$ cat src/hw/lsu_bus_pkg.sv
package lsu_bus_pkg;

    // ================================================
    // memory side widths
    // ================================================
    localparam int ADDR_W = 32;
    localparam int DATA_W = 32;
    localparam int STRB_W = DATA_W / 8;

    typedef logic [ADDR_W-1:0] addr_t;   // byte address
    typedef logic [DATA_W-1:0] data_t;   // memory word, also register value
    typedef logic [STRB_W-1:0] strb_t;   // one enable per byte lane

    // mem_req_opcode encoding
    localparam logic BUS_READ  = 1'b0;
    localparam logic BUS_WRITE = 1'b1;

    // ================================================
    // pending result queue
    // ================================================
    localparam int PEND_DEPTH = 4;                    // max reads in flight
    localparam int PEND_PTR_W = $clog2(PEND_DEPTH);

endpackage

$ cat src/hw/lsu_isa_pkg.sv
package lsu_isa_pkg;

    typedef logic [31:0] inst_t;
    typedef logic [4:0]  reg_idx_t;
    typedef logic [3:0]  tag_t;      // returned with the register write
    typedef logic [2:0]  funct3_t;

    // ================================================
    // major opcodes, instruction bits [6:2]
    // ================================================
    localparam logic [4:0] OPC_LOAD  = 5'b00000;
    localparam logic [4:0] OPC_STORE = 5'b01000;
    localparam logic [4:0] OPC_AMO   = 5'b01011;

    // access width and sign, stores share the low three codes
    localparam funct3_t F3_LB  = 3'b000;
    localparam funct3_t F3_LH  = 3'b001;
    localparam funct3_t F3_LW  = 3'b010;
    localparam funct3_t F3_LBU = 3'b100;
    localparam funct3_t F3_LHU = 3'b101;

    // ================================================
    // atomic funct5, instruction bits [31:27]
    // ================================================
    localparam logic [4:0] AMO_LR   = 5'b00010;
    localparam logic [4:0] AMO_SC   = 5'b00011;
    localparam logic [4:0] AMO_SWAP = 5'b00001;
    localparam logic [4:0] AMO_ADD  = 5'b00000;
    localparam logic [4:0] AMO_XOR  = 5'b00100;
    localparam logic [4:0] AMO_AND  = 5'b01100;
    localparam logic [4:0] AMO_OR   = 5'b01000;
    localparam logic [4:0] AMO_MIN  = 5'b10000;
    localparam logic [4:0] AMO_MAX  = 5'b10100;
    localparam logic [4:0] AMO_MINU = 5'b11000;
    localparam logic [4:0] AMO_MAXU = 5'b11100;

    // what a queued entry waits for
    typedef enum logic [1:0] {
        LOAD,
        AMO_RMW,     // read half of an atomic
        LR,
        SC_DONE      // no ack, result known at issue
    } pend_kind_t;

    typedef enum logic [1:0] {
        IDLE,
        AMO_WAIT,
        AMO_WRITE
    } issue_state_t;

endpackage

$ cat src/hw/lsu_pending_if.sv
`timescale 1ns/1ps

interface lsu_pending_if
    import lsu_isa_pkg::*;
();

    logic       vld;
    logic       rdy;
    pend_kind_t kind;
    reg_idx_t   rd_idx;
    tag_t       tag;
    logic       wr_en;    // instruction writes rd
    funct3_t    funct3;
    logic [1:0] offset;   // low address bits, byte lane of a load
    logic       sc_ok;    // sc outcome, only for SC_DONE

    modport source (
        output vld, kind, rd_idx, tag, wr_en, funct3, offset, sc_ok,
        input  rdy
    );

    modport sink (
        input  vld, kind, rd_idx, tag, wr_en, funct3, offset, sc_ok,
        output rdy
    );

endinterface

$ cat src/hw/lsu_issue.sv
`timescale 1ns/1ps

module lsu_issue
    import lsu_bus_pkg::*;
    import lsu_isa_pkg::*;
(
    input  logic          clk,
    input  logic          rst_n,

    input  logic          instruction_vld,
    output logic          instruction_rdy,
    input  inst_t         instruction_pld,
    input  tag_t          inst_tag,
    input  reg_idx_t      inst_rd_idx,
    input  logic          inst_rd_en,
    input  data_t         rs1_val,
    input  data_t         rs2_val,
    input  data_t         inst_imm,

    output logic          mem_req_vld,
    input  logic          mem_req_rdy,
    output addr_t         mem_req_addr,
    output data_t         mem_req_data,
    output strb_t         mem_req_strb,
    output logic          mem_req_opcode,

    input  logic          amo_old_vld,
    input  data_t         amo_old_data,

    lsu_pending_if.source enq
);

    logic [4:0]   opcode;
    logic [4:0]   funct5;
    funct3_t      funct3;
    logic         is_load;
    logic         is_store;
    logic         is_lr;
    logic         is_sc;
    logic         is_rmw;
    addr_t        addr;
    logic [1:0]   offset;
    logic         inst_fire;
    issue_state_t state;
    issue_state_t state_nxt;
    data_t        old_data;
    data_t        amo_result;
    addr_t        resv_addr;
    logic         resv_vld;
    logic         sc_ok;

    // ================================================
    // decode and address
    // ================================================
    assign opcode   = instruction_pld[6:2];
    assign funct3   = instruction_pld[14:12];
    assign funct5   = instruction_pld[31:27];
    assign is_load  = (opcode == OPC_LOAD);
    assign is_store = (opcode == OPC_STORE);
    assign is_lr    = (opcode == OPC_AMO) && (funct5 == AMO_LR);
    assign is_sc    = (opcode == OPC_AMO) && (funct5 == AMO_SC);
    assign is_rmw   = (opcode == OPC_AMO) && !is_lr && !is_sc;

    assign addr      = rs1_val + inst_imm;
    assign offset    = addr[1:0];
    assign inst_fire = instruction_vld && instruction_rdy;
    assign sc_ok     = resv_vld && (resv_addr == addr);

    assign mem_req_addr = addr;   // held by the driver until rdy

    // ================================================
    // handshakes and amo sequencing
    // ================================================
    always_comb begin
        instruction_rdy = 1'b0;
        mem_req_vld     = 1'b0;
        mem_req_opcode  = BUS_READ;
        enq.vld         = 1'b0;
        state_nxt       = state;
        case (state)
            IDLE: begin
                if (is_store) begin
                    mem_req_vld     = instruction_vld;
                    mem_req_opcode  = BUS_WRITE;
                    instruction_rdy = mem_req_rdy;
                end else if (is_load || is_lr || is_sc || is_rmw) begin
                    // request and queue entry go together or not at all
                    mem_req_vld     = instruction_vld && enq.rdy;
                    mem_req_opcode  = is_sc ? BUS_WRITE : BUS_READ;
                    enq.vld         = instruction_vld && mem_req_rdy;
                    instruction_rdy = mem_req_rdy && enq.rdy && !is_rmw;
                    if (is_rmw && instruction_vld && mem_req_rdy && enq.rdy) begin
                        state_nxt = AMO_WAIT;
                    end
                end else begin
                    instruction_rdy = 1'b1;   // not a memory op, dropped
                end
            end
            AMO_WAIT: begin
                if (amo_old_vld) begin
                    state_nxt = AMO_WRITE;
                end
            end
            AMO_WRITE: begin
                mem_req_vld     = 1'b1;
                mem_req_opcode  = BUS_WRITE;
                instruction_rdy = mem_req_rdy;   // end of the atomic
                if (mem_req_rdy) begin
                    state_nxt = IDLE;
                end
            end
            default: state_nxt = IDLE;
        endcase
    end

    always_ff @(posedge clk or negedge rst_n) begin
        if (!rst_n) begin
            state <= IDLE;
        end else begin
            state <= state_nxt;
        end
    end

    always_ff @(posedge clk) begin
        if (state == AMO_WAIT && amo_old_vld) begin
            old_data <= amo_old_data;
        end
    end

    always_comb begin
        case (funct5)
            AMO_SWAP: amo_result = rs2_val;
            AMO_ADD:  amo_result = old_data + rs2_val;
            AMO_XOR:  amo_result = old_data ^ rs2_val;
            AMO_AND:  amo_result = old_data & rs2_val;
            AMO_OR:   amo_result = old_data | rs2_val;
            AMO_MIN:  amo_result = ($signed(rs2_val) < $signed(old_data)) ? rs2_val : old_data;
            AMO_MAX:  amo_result = ($signed(rs2_val) < $signed(old_data)) ? old_data : rs2_val;
            AMO_MINU: amo_result = (rs2_val < old_data) ? rs2_val : old_data;
            AMO_MAXU: amo_result = (rs2_val < old_data) ? old_data : rs2_val;
            default:  amo_result = rs2_val;
        endcase
    end

    // ================================================
    // write data and strobes
    // ================================================
    always_comb begin
        mem_req_data = rs2_val << {offset, 3'b000};
        case (funct3)
            F3_LB, F3_LBU: mem_req_strb = 4'b0001 << offset;
            F3_LH, F3_LHU: mem_req_strb = 4'b0011 << offset;
            default:       mem_req_strb = 4'b1111;
        endcase
        if (state == AMO_WRITE) begin
            mem_req_data = amo_result;
            mem_req_strb = 4'b1111;
        end else if (is_sc) begin
            mem_req_data = rs2_val;
            mem_req_strb = sc_ok ? 4'b1111 : 4'b0000;   // failed sc leaves memory alone
        end
    end

    // lr/sc reservation
    always_ff @(posedge clk or negedge rst_n) begin
        if (!rst_n) begin
            resv_vld <= 1'b0;
        end else if (inst_fire && is_lr) begin
            resv_vld <= 1'b1;
        end else if (inst_fire && is_sc) begin
            resv_vld <= 1'b0;
        end
    end

    always_ff @(posedge clk) begin
        if (inst_fire && is_lr) begin
            resv_addr <= addr;
        end
    end

    // ================================================
    // pending entry payload
    // ================================================
    always_comb begin
        if (is_rmw) begin
            enq.kind = AMO_RMW;
        end else if (is_lr) begin
            enq.kind = LR;
        end else if (is_sc) begin
            enq.kind = SC_DONE;
        end else begin
            enq.kind = LOAD;
        end
    end

    assign enq.rd_idx = inst_rd_idx;
    assign enq.tag    = inst_tag;
    assign enq.wr_en  = inst_rd_en;
    assign enq.funct3 = funct3;
    assign enq.offset = offset;
    assign enq.sc_ok  = sc_ok;

endmodule

$ cat src/hw/lsu_pending_queue.sv
`timescale 1ns/1ps

module lsu_pending_queue
    import lsu_bus_pkg::*;
    import lsu_isa_pkg::*;
(
    input  logic          clk,
    input  logic          rst_n,
    lsu_pending_if.sink   enq,
    lsu_pending_if.source deq
);

    pend_kind_t            kind_mem   [PEND_DEPTH];
    reg_idx_t              rd_idx_mem [PEND_DEPTH];
    tag_t                  tag_mem    [PEND_DEPTH];
    logic                  wr_en_mem  [PEND_DEPTH];
    funct3_t               funct3_mem [PEND_DEPTH];
    logic [1:0]            offset_mem [PEND_DEPTH];
    logic                  sc_ok_mem  [PEND_DEPTH];
    logic [PEND_PTR_W-1:0] wr_ptr;
    logic [PEND_PTR_W-1:0] rd_ptr;
    logic [PEND_PTR_W:0]   count;
    logic                  empty;
    logic                  full;
    logic                  push;
    logic                  pop;

    assign empty = (count == '0);
    assign full  = (count == (PEND_PTR_W + 1)'(PEND_DEPTH));

    // an sc result only enters an empty queue, so no read ack can
    // land while it sits at the head
    assign enq.rdy = !full && ((enq.kind != SC_DONE) || empty);
    assign push    = enq.vld && enq.rdy;
    assign pop     = deq.vld && deq.rdy;

    always_ff @(posedge clk) begin
        if (push) begin
            kind_mem[wr_ptr]   <= enq.kind;
            rd_idx_mem[wr_ptr] <= enq.rd_idx;
            tag_mem[wr_ptr]    <= enq.tag;
            wr_en_mem[wr_ptr]  <= enq.wr_en;
            funct3_mem[wr_ptr] <= enq.funct3;
            offset_mem[wr_ptr] <= enq.offset;
            sc_ok_mem[wr_ptr]  <= enq.sc_ok;
        end
    end

    always_ff @(posedge clk or negedge rst_n) begin
        if (!rst_n) begin
            wr_ptr <= '0;
            rd_ptr <= '0;
            count  <= '0;
        end else begin
            if (push) wr_ptr <= wr_ptr + 1'b1;   // power-of-two depth wraps
            if (pop)  rd_ptr <= rd_ptr + 1'b1;
            case ({push, pop})
                2'b10:   count <= count + 1'b1;
                2'b01:   count <= count - 1'b1;
                default: count <= count;
            endcase
        end
    end

    // head shown straight from storage
    assign deq.vld    = !empty;
    assign deq.kind   = kind_mem[rd_ptr];
    assign deq.rd_idx = rd_idx_mem[rd_ptr];
    assign deq.tag    = tag_mem[rd_ptr];
    assign deq.wr_en  = wr_en_mem[rd_ptr];
    assign deq.funct3 = funct3_mem[rd_ptr];
    assign deq.offset = offset_mem[rd_ptr];
    assign deq.sc_ok  = sc_ok_mem[rd_ptr];

endmodule

$ cat src/hw/lsu_top.sv
`timescale 1ns/1ps

module lsu_top
    import lsu_bus_pkg::*;
    import lsu_isa_pkg::*;
(
    input  logic     clk,
    input  logic     rst_n,

    // instruction in
    input  logic     instruction_vld,
    output logic     instruction_rdy,
    input  inst_t    instruction_pld,
    input  tag_t     inst_tag,
    input  reg_idx_t inst_rd_idx,
    input  logic     inst_rd_en,
    input  data_t    rs1_val,
    input  data_t    rs2_val,
    input  data_t    inst_imm,

    // memory
    output logic     mem_req_vld,
    input  logic     mem_req_rdy,
    output addr_t    mem_req_addr,
    output data_t    mem_req_data,
    output strb_t    mem_req_strb,
    output logic     mem_req_opcode,
    input  logic     mem_ack_vld,
    input  data_t    mem_ack_data,

    // register file
    output logic     reg_wr_en,
    output reg_idx_t reg_index,
    output data_t    reg_val,
    output tag_t     reg_inst_tag
);

    logic  amo_old_vld;
    data_t amo_old_data;

    lsu_pending_if enq_if ();
    lsu_pending_if deq_if ();

    lsu_issue issue_i (
        .clk             (clk),
        .rst_n           (rst_n),
        .instruction_vld (instruction_vld),
        .instruction_rdy (instruction_rdy),
        .instruction_pld (instruction_pld),
        .inst_tag        (inst_tag),
        .inst_rd_idx     (inst_rd_idx),
        .inst_rd_en      (inst_rd_en),
        .rs1_val         (rs1_val),
        .rs2_val         (rs2_val),
        .inst_imm        (inst_imm),
        .mem_req_vld     (mem_req_vld),
        .mem_req_rdy     (mem_req_rdy),
        .mem_req_addr    (mem_req_addr),
        .mem_req_data    (mem_req_data),
        .mem_req_strb    (mem_req_strb),
        .mem_req_opcode  (mem_req_opcode),
        .amo_old_vld     (amo_old_vld),
        .amo_old_data    (amo_old_data),
        .enq             (enq_if.source)
    );

    lsu_pending_queue queue_i (
        .clk   (clk),
        .rst_n (rst_n),
        .enq   (enq_if.sink),
        .deq   (deq_if.source)
    );

    lsu_writeback writeback_i (
        .clk          (clk),
        .rst_n        (rst_n),
        .deq          (deq_if.sink),
        .mem_ack_vld  (mem_ack_vld),
        .mem_ack_data (mem_ack_data),
        .reg_wr_en    (reg_wr_en),
        .reg_index    (reg_index),
        .reg_val      (reg_val),
        .reg_inst_tag (reg_inst_tag),
        .amo_old_vld  (amo_old_vld),
        .amo_old_data (amo_old_data)
    );

endmodule

$ cat src/hw/lsu_writeback.sv
`timescale 1ns/1ps

module lsu_writeback
    import lsu_bus_pkg::*;
    import lsu_isa_pkg::*;
(
    input  logic        clk,
    input  logic        rst_n,
    lsu_pending_if.sink deq,

    input  logic        mem_ack_vld,
    input  data_t       mem_ack_data,

    output logic        reg_wr_en,
    output reg_idx_t    reg_index,
    output data_t       reg_val,
    output tag_t        reg_inst_tag,

    output logic        amo_old_vld,
    output data_t       amo_old_data
);

    logic  take;
    data_t shifted;
    data_t load_val;
    data_t wr_val;

    // acks arrive in request order, so the head owns each one
    assign deq.rdy = (deq.kind == SC_DONE) || mem_ack_vld;
    assign take    = deq.vld && deq.rdy;

    assign amo_old_vld  = take && (deq.kind == AMO_RMW);
    assign amo_old_data = mem_ack_data;

    // ================================================
    // load extension
    // ================================================
    assign shifted = mem_ack_data >> {deq.offset, 3'b000};

    always_comb begin
        case (deq.funct3)
            F3_LB:   load_val = {{24{shifted[7]}}, shifted[7:0]};
            F3_LBU:  load_val = {24'b0, shifted[7:0]};
            F3_LH:   load_val = {{16{shifted[15]}}, shifted[15:0]};
            F3_LHU:  load_val = {16'b0, shifted[15:0]};
            F3_LW:   load_val = mem_ack_data;
            default: load_val = mem_ack_data;
        endcase
    end

    always_comb begin
        case (deq.kind)
            LOAD:        wr_val = load_val;
            LR, AMO_RMW: wr_val = mem_ack_data;          // raw old word
            SC_DONE:     wr_val = deq.sc_ok ? 32'd0 : 32'd1;
            default:     wr_val = mem_ack_data;
        endcase
    end

    // ================================================
    // register write, one cycle after the pop
    // ================================================
    always_ff @(posedge clk or negedge rst_n) begin
        if (!rst_n) begin
            reg_wr_en <= 1'b0;
        end else begin
            reg_wr_en <= take && deq.wr_en;
        end
    end

    always_ff @(posedge clk) begin
        if (take) begin
            reg_index    <= deq.rd_idx;
            reg_val      <= wr_val;
            reg_inst_tag <= deq.tag;
        end
    end

endmodule

$ cat config.mk
export PLATFORM = sky130hd
export DESIGN_NAME = lsu_top
export DESIGN_NICKNAME = d
export VERILOG_FILES = /design/src/hw/lsu_bus_pkg.sv /design/src/hw/lsu_isa_pkg.sv /design/src/hw/lsu_pending_if.sv /design/src/hw/lsu_issue.sv /design/src/hw/lsu_pending_queue.sv /design/src/hw/lsu_top.sv /design/src/hw/lsu_writeback.sv
export SDC_FILE = /design/constraint.sdc
export NUM_CORES = 1
export LEC_CHECK = 0
export BUFFER_PORTS_ARGS = -buffer_cell sky130_fd_sc_hd__buf_4
export CAP_MARGIN = 15
export CORE_MARGIN = 5
export CORE_UTILIZATION = 55
export CTS_CLUSTER_SIZE = 20
export DETAILED_ROUTE_END_ITERATION = 8
export HOLD_SLACK_MARGIN = 0.12
export PLACE_DENSITY = 0.79
export SETUP_SLACK_MARGIN = 0.5
export SKIP_LAST_GASP = 1
export SLEW_MARGIN = 25
export SYNTH_ARGS = -nofsm -noshare
export SYNTH_HDL_FRONTEND = slang
export SYNTH_SLANG_ARGS = --single-unit
$ cat constraint.sdc
create_clock -name clk -period 5.5 [get_ports clk]
set_input_delay 0 -clock clk [delete_from_list [all_inputs] [get_ports clk]]
set_output_delay 0 -clock clk [all_outputs]
set_load 0.01 [all_outputs]
==> results.md <==
Critical path:
- The critical path in this run is classified as reg2out.
- The top cell family by delay on the critical path is simple AND/OR/NAND/NOR gates.
- The cell type of the slowest stage on the worst timing path is sky130_fd_sc_hd__xnor3_2.
- The largest single stage delay on the critical path is ~0.70 ns.
- The most prevalent standard cell on the critical path is sky130_fd_sc_hd__nor3_1.
- For the worst setup path, the data required time is about 5.5 ns.
- STA classifies the critical path startpoint as a flip-flop.
- The worst setup path is captured at a primary output.
- In this run the worst path has a maximum fanout of 18.
- Walking the worst path, the cells encountered are inv_1, ha_1, nor4_1, nand2_1, a31oi_1, nor3_1, a22oi_1, o21ai_2, xnor3_2, mux2i_1, a221oi_1, nor3_1, buf_4.
- Data arrives at the worst endpoint at ~4.7 ns.
- The critical path contains buffers and inverters numbering 2 combined.

Timing:
- The worst clock skew is between 0.02 and 0.025 ns.
- The maximum operating frequency is roughly 210 MHz.
- Measured against its own limit, the worst slew margin works out to 35.9%.
- The setup total negative slack is 0 ns.
- The worst path in the final design needs a cycle of 4.74 ns, including I/O delays and setup.
- Setup repair after global routing left no endpoint under its margin.
- The final critical path takes up 86.3% of the cycle.
- The number of setup violations in the final report is 0.
- The total count of max-transition violations in the final report is 0.
- At the pin with the least slew margin, the transition time is between 0.9 and 1 ns.
- The count of endpoints failing hold in the final timing report was 0.

Yosys:
- Counting flops and latches in the post-synthesis netlist gives 188.
- The average footprint of a synthesized cell is 9.00 µm².
- After synthesis, the cell types taking the most area are sky130_fd_sc_hd__edfxtp_1, sky130_fd_sc_hd__ha_1, sky130_fd_sc_hd__a21oi_1.
- The number of enable-type register cells in the synthesized netlist is 177.
- The number of nets handed over by synthesis was 2153.
- The compound-cell area share of the yosys netlist is 25.1%.
- The cell area that synthesis handed to floorplanning was 16600 µm².
- The post-synthesis simple-gate area fraction is approximately 16%.
- Sequential cells were found to cover 33.8% of the synthesized design area.
- The gate count after technology mapping is 1840.
- The main combinational cell family by area after synthesis is compound AO/OA/AOI/OAI gates.
- For this run, the number of Yosys warnings is 0.
- Of all flip-flops after synthesis, the portion carrying an async set or reset was 5.85%.
- The top flip-flop cell by instance count after synthesis is sky130_fd_sc_hd__edfxtp_1.
- The portion of synthesized area spent on multiplexers is 3.67%.
- The adder-cell share of the synthesized area is between 10% and 20%.
- The share of the synthesized netlist area taken by xor and xnor gates is 5.84%.
- In this run the biggest area consumer among cell types represents between 30% and 40% of the synthesized area.
- The number of different library cells in the post-synthesis netlist is about 110.
- Of all cell types, the one taking the most synthesized area is sky130_fd_sc_hd__edfxtp_1.

Global routing:
- The number of global-route vias before repair is approximately 16000.
- The pin count of the biggest net entering global routing is 45.
- The global-route congestion overflow total is 0.
- The initial antenna violation count is 1.
- Global routing used 35.8% of the available tracks.
- The first-pass GRT wire length is 93800 µm.

Cells and area:
- The final layout contains 2423 nets.
- Leaving out fill and tap cells, the most frequent cells in the layout are sky130_fd_sc_hd__buf_4, sky130_fd_sc_hd__edfxtp_1, sky130_fd_sc_hd__a21oi_1.
- Leaving out fill and tap cells, the most frequent cell in the layout is sky130_fd_sc_hd__buf_4.
- The area overhead of the layout relative to synthesis is 21.3%.
- The non-filler instance count after layout is 2513.
- The count of fill cells added during filler insertion is 2309.
- In the final layout, the share of cells above drive strength 1 is 19.4%.
- The number of antenna diodes in the final layout is 0.

Clocking:
- The number of setup buffers added after CTS is 0.
- Counting along the longest clock path gives a buffer depth of 2.
- The clock slew seen by the registers of the worst setup and hold paths is 0.10 ns.
- The later pin in the worst-skew pair is clocked with a latency of 0.45 ns.
- The number of clock buffers inserted by TritonCTS is 17.
- TritonCTS built the clock tree.
- The root buffer cell chosen for the clock tree is sky130_fd_sc_hd__clkbuf_16.
- CTS built an H-tree with a depth of 4.
- The clock sink count is 188.

Run status:
- The flow ran to the end, and the final reports show no timing, DRC or antenna violations.

Placement:
- The count of input and output buffers is between 200 and 300.
- Counting tap cells, the placed design contains a total of 2423 instances.
- The weighted congestion at the end of routability-driven global placement is 1.03.
- After legalization and detailed placement, the total HPWL measured around 46000 µm.

Detailed routing:
- The routed wire length per instance is approximately 25 µm.
- The initial DRC count is about 2300.
- Summed over all layers, the routed wires come to 62500 µm.
- After detailed routing, the number of remaining DRC violations is 0.
- Once detail routing completed, the nets flagged for antenna violations numbered 0.
- The via-per-instance ratio is 6.72.
- The detailed router placed 16900 vias in this run.
- The detailed-routing iteration count for the pre-antenna-repair pass is 7.

Floorplan:
- After floorplanning, the core was sized to cover 29700 µm².
- In this run the vertical extent of the chip is 184 µm.
- The area of the die is between 30000 and 40000 µm².
- The initial utilization of the core area, before any placement, comes to 55.7%.
- The placement row count is 63.
- In this run the horizontal extent of the chip is around 180 µm.
- The number of placed I/O pins is about 290.

Job:
- Max-cap violations in this run came to 0.

Power:
- For this design the static power due to leakage is 8.24 nW.
- The highest ir drop seen on vdd is 0.301 mV.
- The power per standard cell area is 318 nW/µm².

Worst hold path:
- The tightest min-delay check is of the in2reg type.
## cell families after synthesis
group                    Yosys count
XOR/XNOR                          90
buffers and inverters            209
AO/OA/AOI/OAI                    631
multiplexers                      39
flip-flops                       188
adder cells (fa/ha/maj)          138
AND/OR/NAND/NOR                  545
## cell usage after synthesis (11+ instances only)
cell / number
sky130_fd_sc_hd__edfxtp_1: 177
sky130_fd_sc_hd__a21oi_1: 165
sky130_fd_sc_hd__nand2_1: 161
sky130_fd_sc_hd__o21ai_0: 156
sky130_fd_sc_hd__nor2_1: 138
sky130_fd_sc_hd__ha_1: 135
sky130_fd_sc_hd__inv_1: 106
sky130_fd_sc_hd__clkbuf_1: 72
sky130_fd_sc_hd__nand3_1: 53
sky130_fd_sc_hd__xnor2_1: 51
sky130_fd_sc_hd__nor3_1: 39
sky130_fd_sc_hd__a31oi_1: 33
sky130_fd_sc_hd__xor2_1: 27
sky130_fd_sc_hd__nand4_1: 26
sky130_fd_sc_hd__a21o_1: 25
sky130_fd_sc_hd__a221oi_1: 24
sky130_fd_sc_hd__a211oi_1: 23
sky130_fd_sc_hd__mux2i_1: 19
sky130_fd_sc_hd__o22ai_1: 19
sky130_fd_sc_hd__nor4_1: 18
sky130_fd_sc_hd__buf_2: 17
sky130_fd_sc_hd__mux4_2: 17
sky130_fd_sc_hd__o211ai_1: 17
sky130_fd_sc_hd__and3_1: 16
sky130_fd_sc_hd__o21a_1: 15
sky130_fd_sc_hd__and2_1: 13
sky130_fd_sc_hd__nor2b_1: 13
sky130_fd_sc_hd__o31ai_1: 13
sky130_fd_sc_hd__o21bai_1: 12
sky130_fd_sc_hd__dfrtp_1: 11
sky130_fd_sc_hd__nand2b_1: 11
sky130_fd_sc_hd__or3_1: 11
## stage by stage
stage | total power, mW | utilization [%] | setup WS (ns) | hold WS [ns] | area [µm²]
final | 6.40 | 67.6 | 0.755 | 0.163 | 20100
after detailed placement | 4.87 | 63.4 | 1.17 | -0.148 | 18800
after global placement | 4.82 | 63.4 | 1.22 | -0.154 | 18800
after floorplan | 3.79 | - | 1.12 | -0.296 | 16600
after global routing | 6.70 | 67.6 | 0.521 | 0.179 | 20100
after CTS | 6.29 | 67.6 | 0.676 | 0.125 | 20100
## what timing repair did
| item | 4_1_cts | 5_1_grt |
|---|---|---|
| hold endpoints to repair | 141 | 0 |
| resized for setup | 0 | 1 |
| endpoints found under the setup margin | 0 | 1 |
| hold buffers | 58 | 0 |
## final timing paths
kind / endpoint / slack, ns / from / cells past startpoint
min in group asynchronous: queue_i.rd_ptr[1]$_DFFE_PN0P_ / 0.61 / rst_n / 3
worst max-delay path: mem_req_data[12] / 0.76 / issue_i.old_data[26]$_DFFE_PP_ / 13
worst min-delay path: issue_i.resv_addr[16]$_DFFE_PP_ / 0.16 / inst_imm[16] / 3
worst max register to register: writeback_i.reg_val[18]$_DFFE_PP_ / 1.57 / queue_i.rd_ptr[1]$_DFFE_PN0P_ / 9
max in group asynchronous: issue_i.resv_vld$_DFFE_PN0P_ / 4.49 / rst_n / 3
worst min register to register: queue_i.count[2]$_DFFE_PN0P_ / 0.53 / queue_i.count[2]$_DFFE_PN0P_ / 1
## registers in the layout (all words and copies together) (netlist names)
name	count
queue_i.kind_mem	8
queue_i.tag_mem	16
writeback_i.reg_wr_en	1
queue_i.count	3
queue_i.wr_en_mem	4
writeback_i.reg_inst_tag	4
issue_i.state	2
queue_i.funct3_mem	12
queue_i.wr_ptr	2
queue_i.sc_ok_mem	4
queue_i.offset_mem	8
writeback_i.reg_val	32
queue_i.rd_idx_mem	20
issue_i.resv_addr	32
issue_i.old_data	32
writeback_i.reg_index	5
issue_i.resv_vld	1
queue_i.rd_ptr	2
## area by class of cell
class | instances | area (µm²) | area share [%]
tap | 390 | 488 | 2.43
multi-input combinational | 1443 | 10200 | 50.6
clock buffer | 17 | 425 | 2.12
clock inverter | 15 | 229 | 1.14
timing repair buffer | 353 | 2800 | 13.9
inverter | 107 | 402 | 2.00
sequential | 188 | 5590 | 27.8
## layer usage
| metal | vias up | wire length (µm) | share of wire, % | global-route usage [%] |
|---|---|---|---|---|
| met5 | - | 13 | 0.021 | 0 |
| met4 | 2 | 2900 | 4.6 | 15.0 |
| met3 | 224 | 6950 | 11 | 6.41 |
| met2 | 1182 | 28400 | 45 | 56.3 |
| met1 | 7988 | 24200 | 39 | 48.9 |
| li1 | 7479 | - | - | - |
## report_power, final
part	switching (mW)	internal (mW)
Clock	0.700	0.683
Sequential	0.144	1.89
Combinational	1.79	1.20
## worst reg2reg max path: cells and delay by family (launching register included)
kind / cells / cell delay [ns]
compound gates: 5 / 0.88
flops: 1 / 0.98
mux: 1 / 0.64
simple gates: 3 / 1.23
Power figures use the tool's default switching activity.
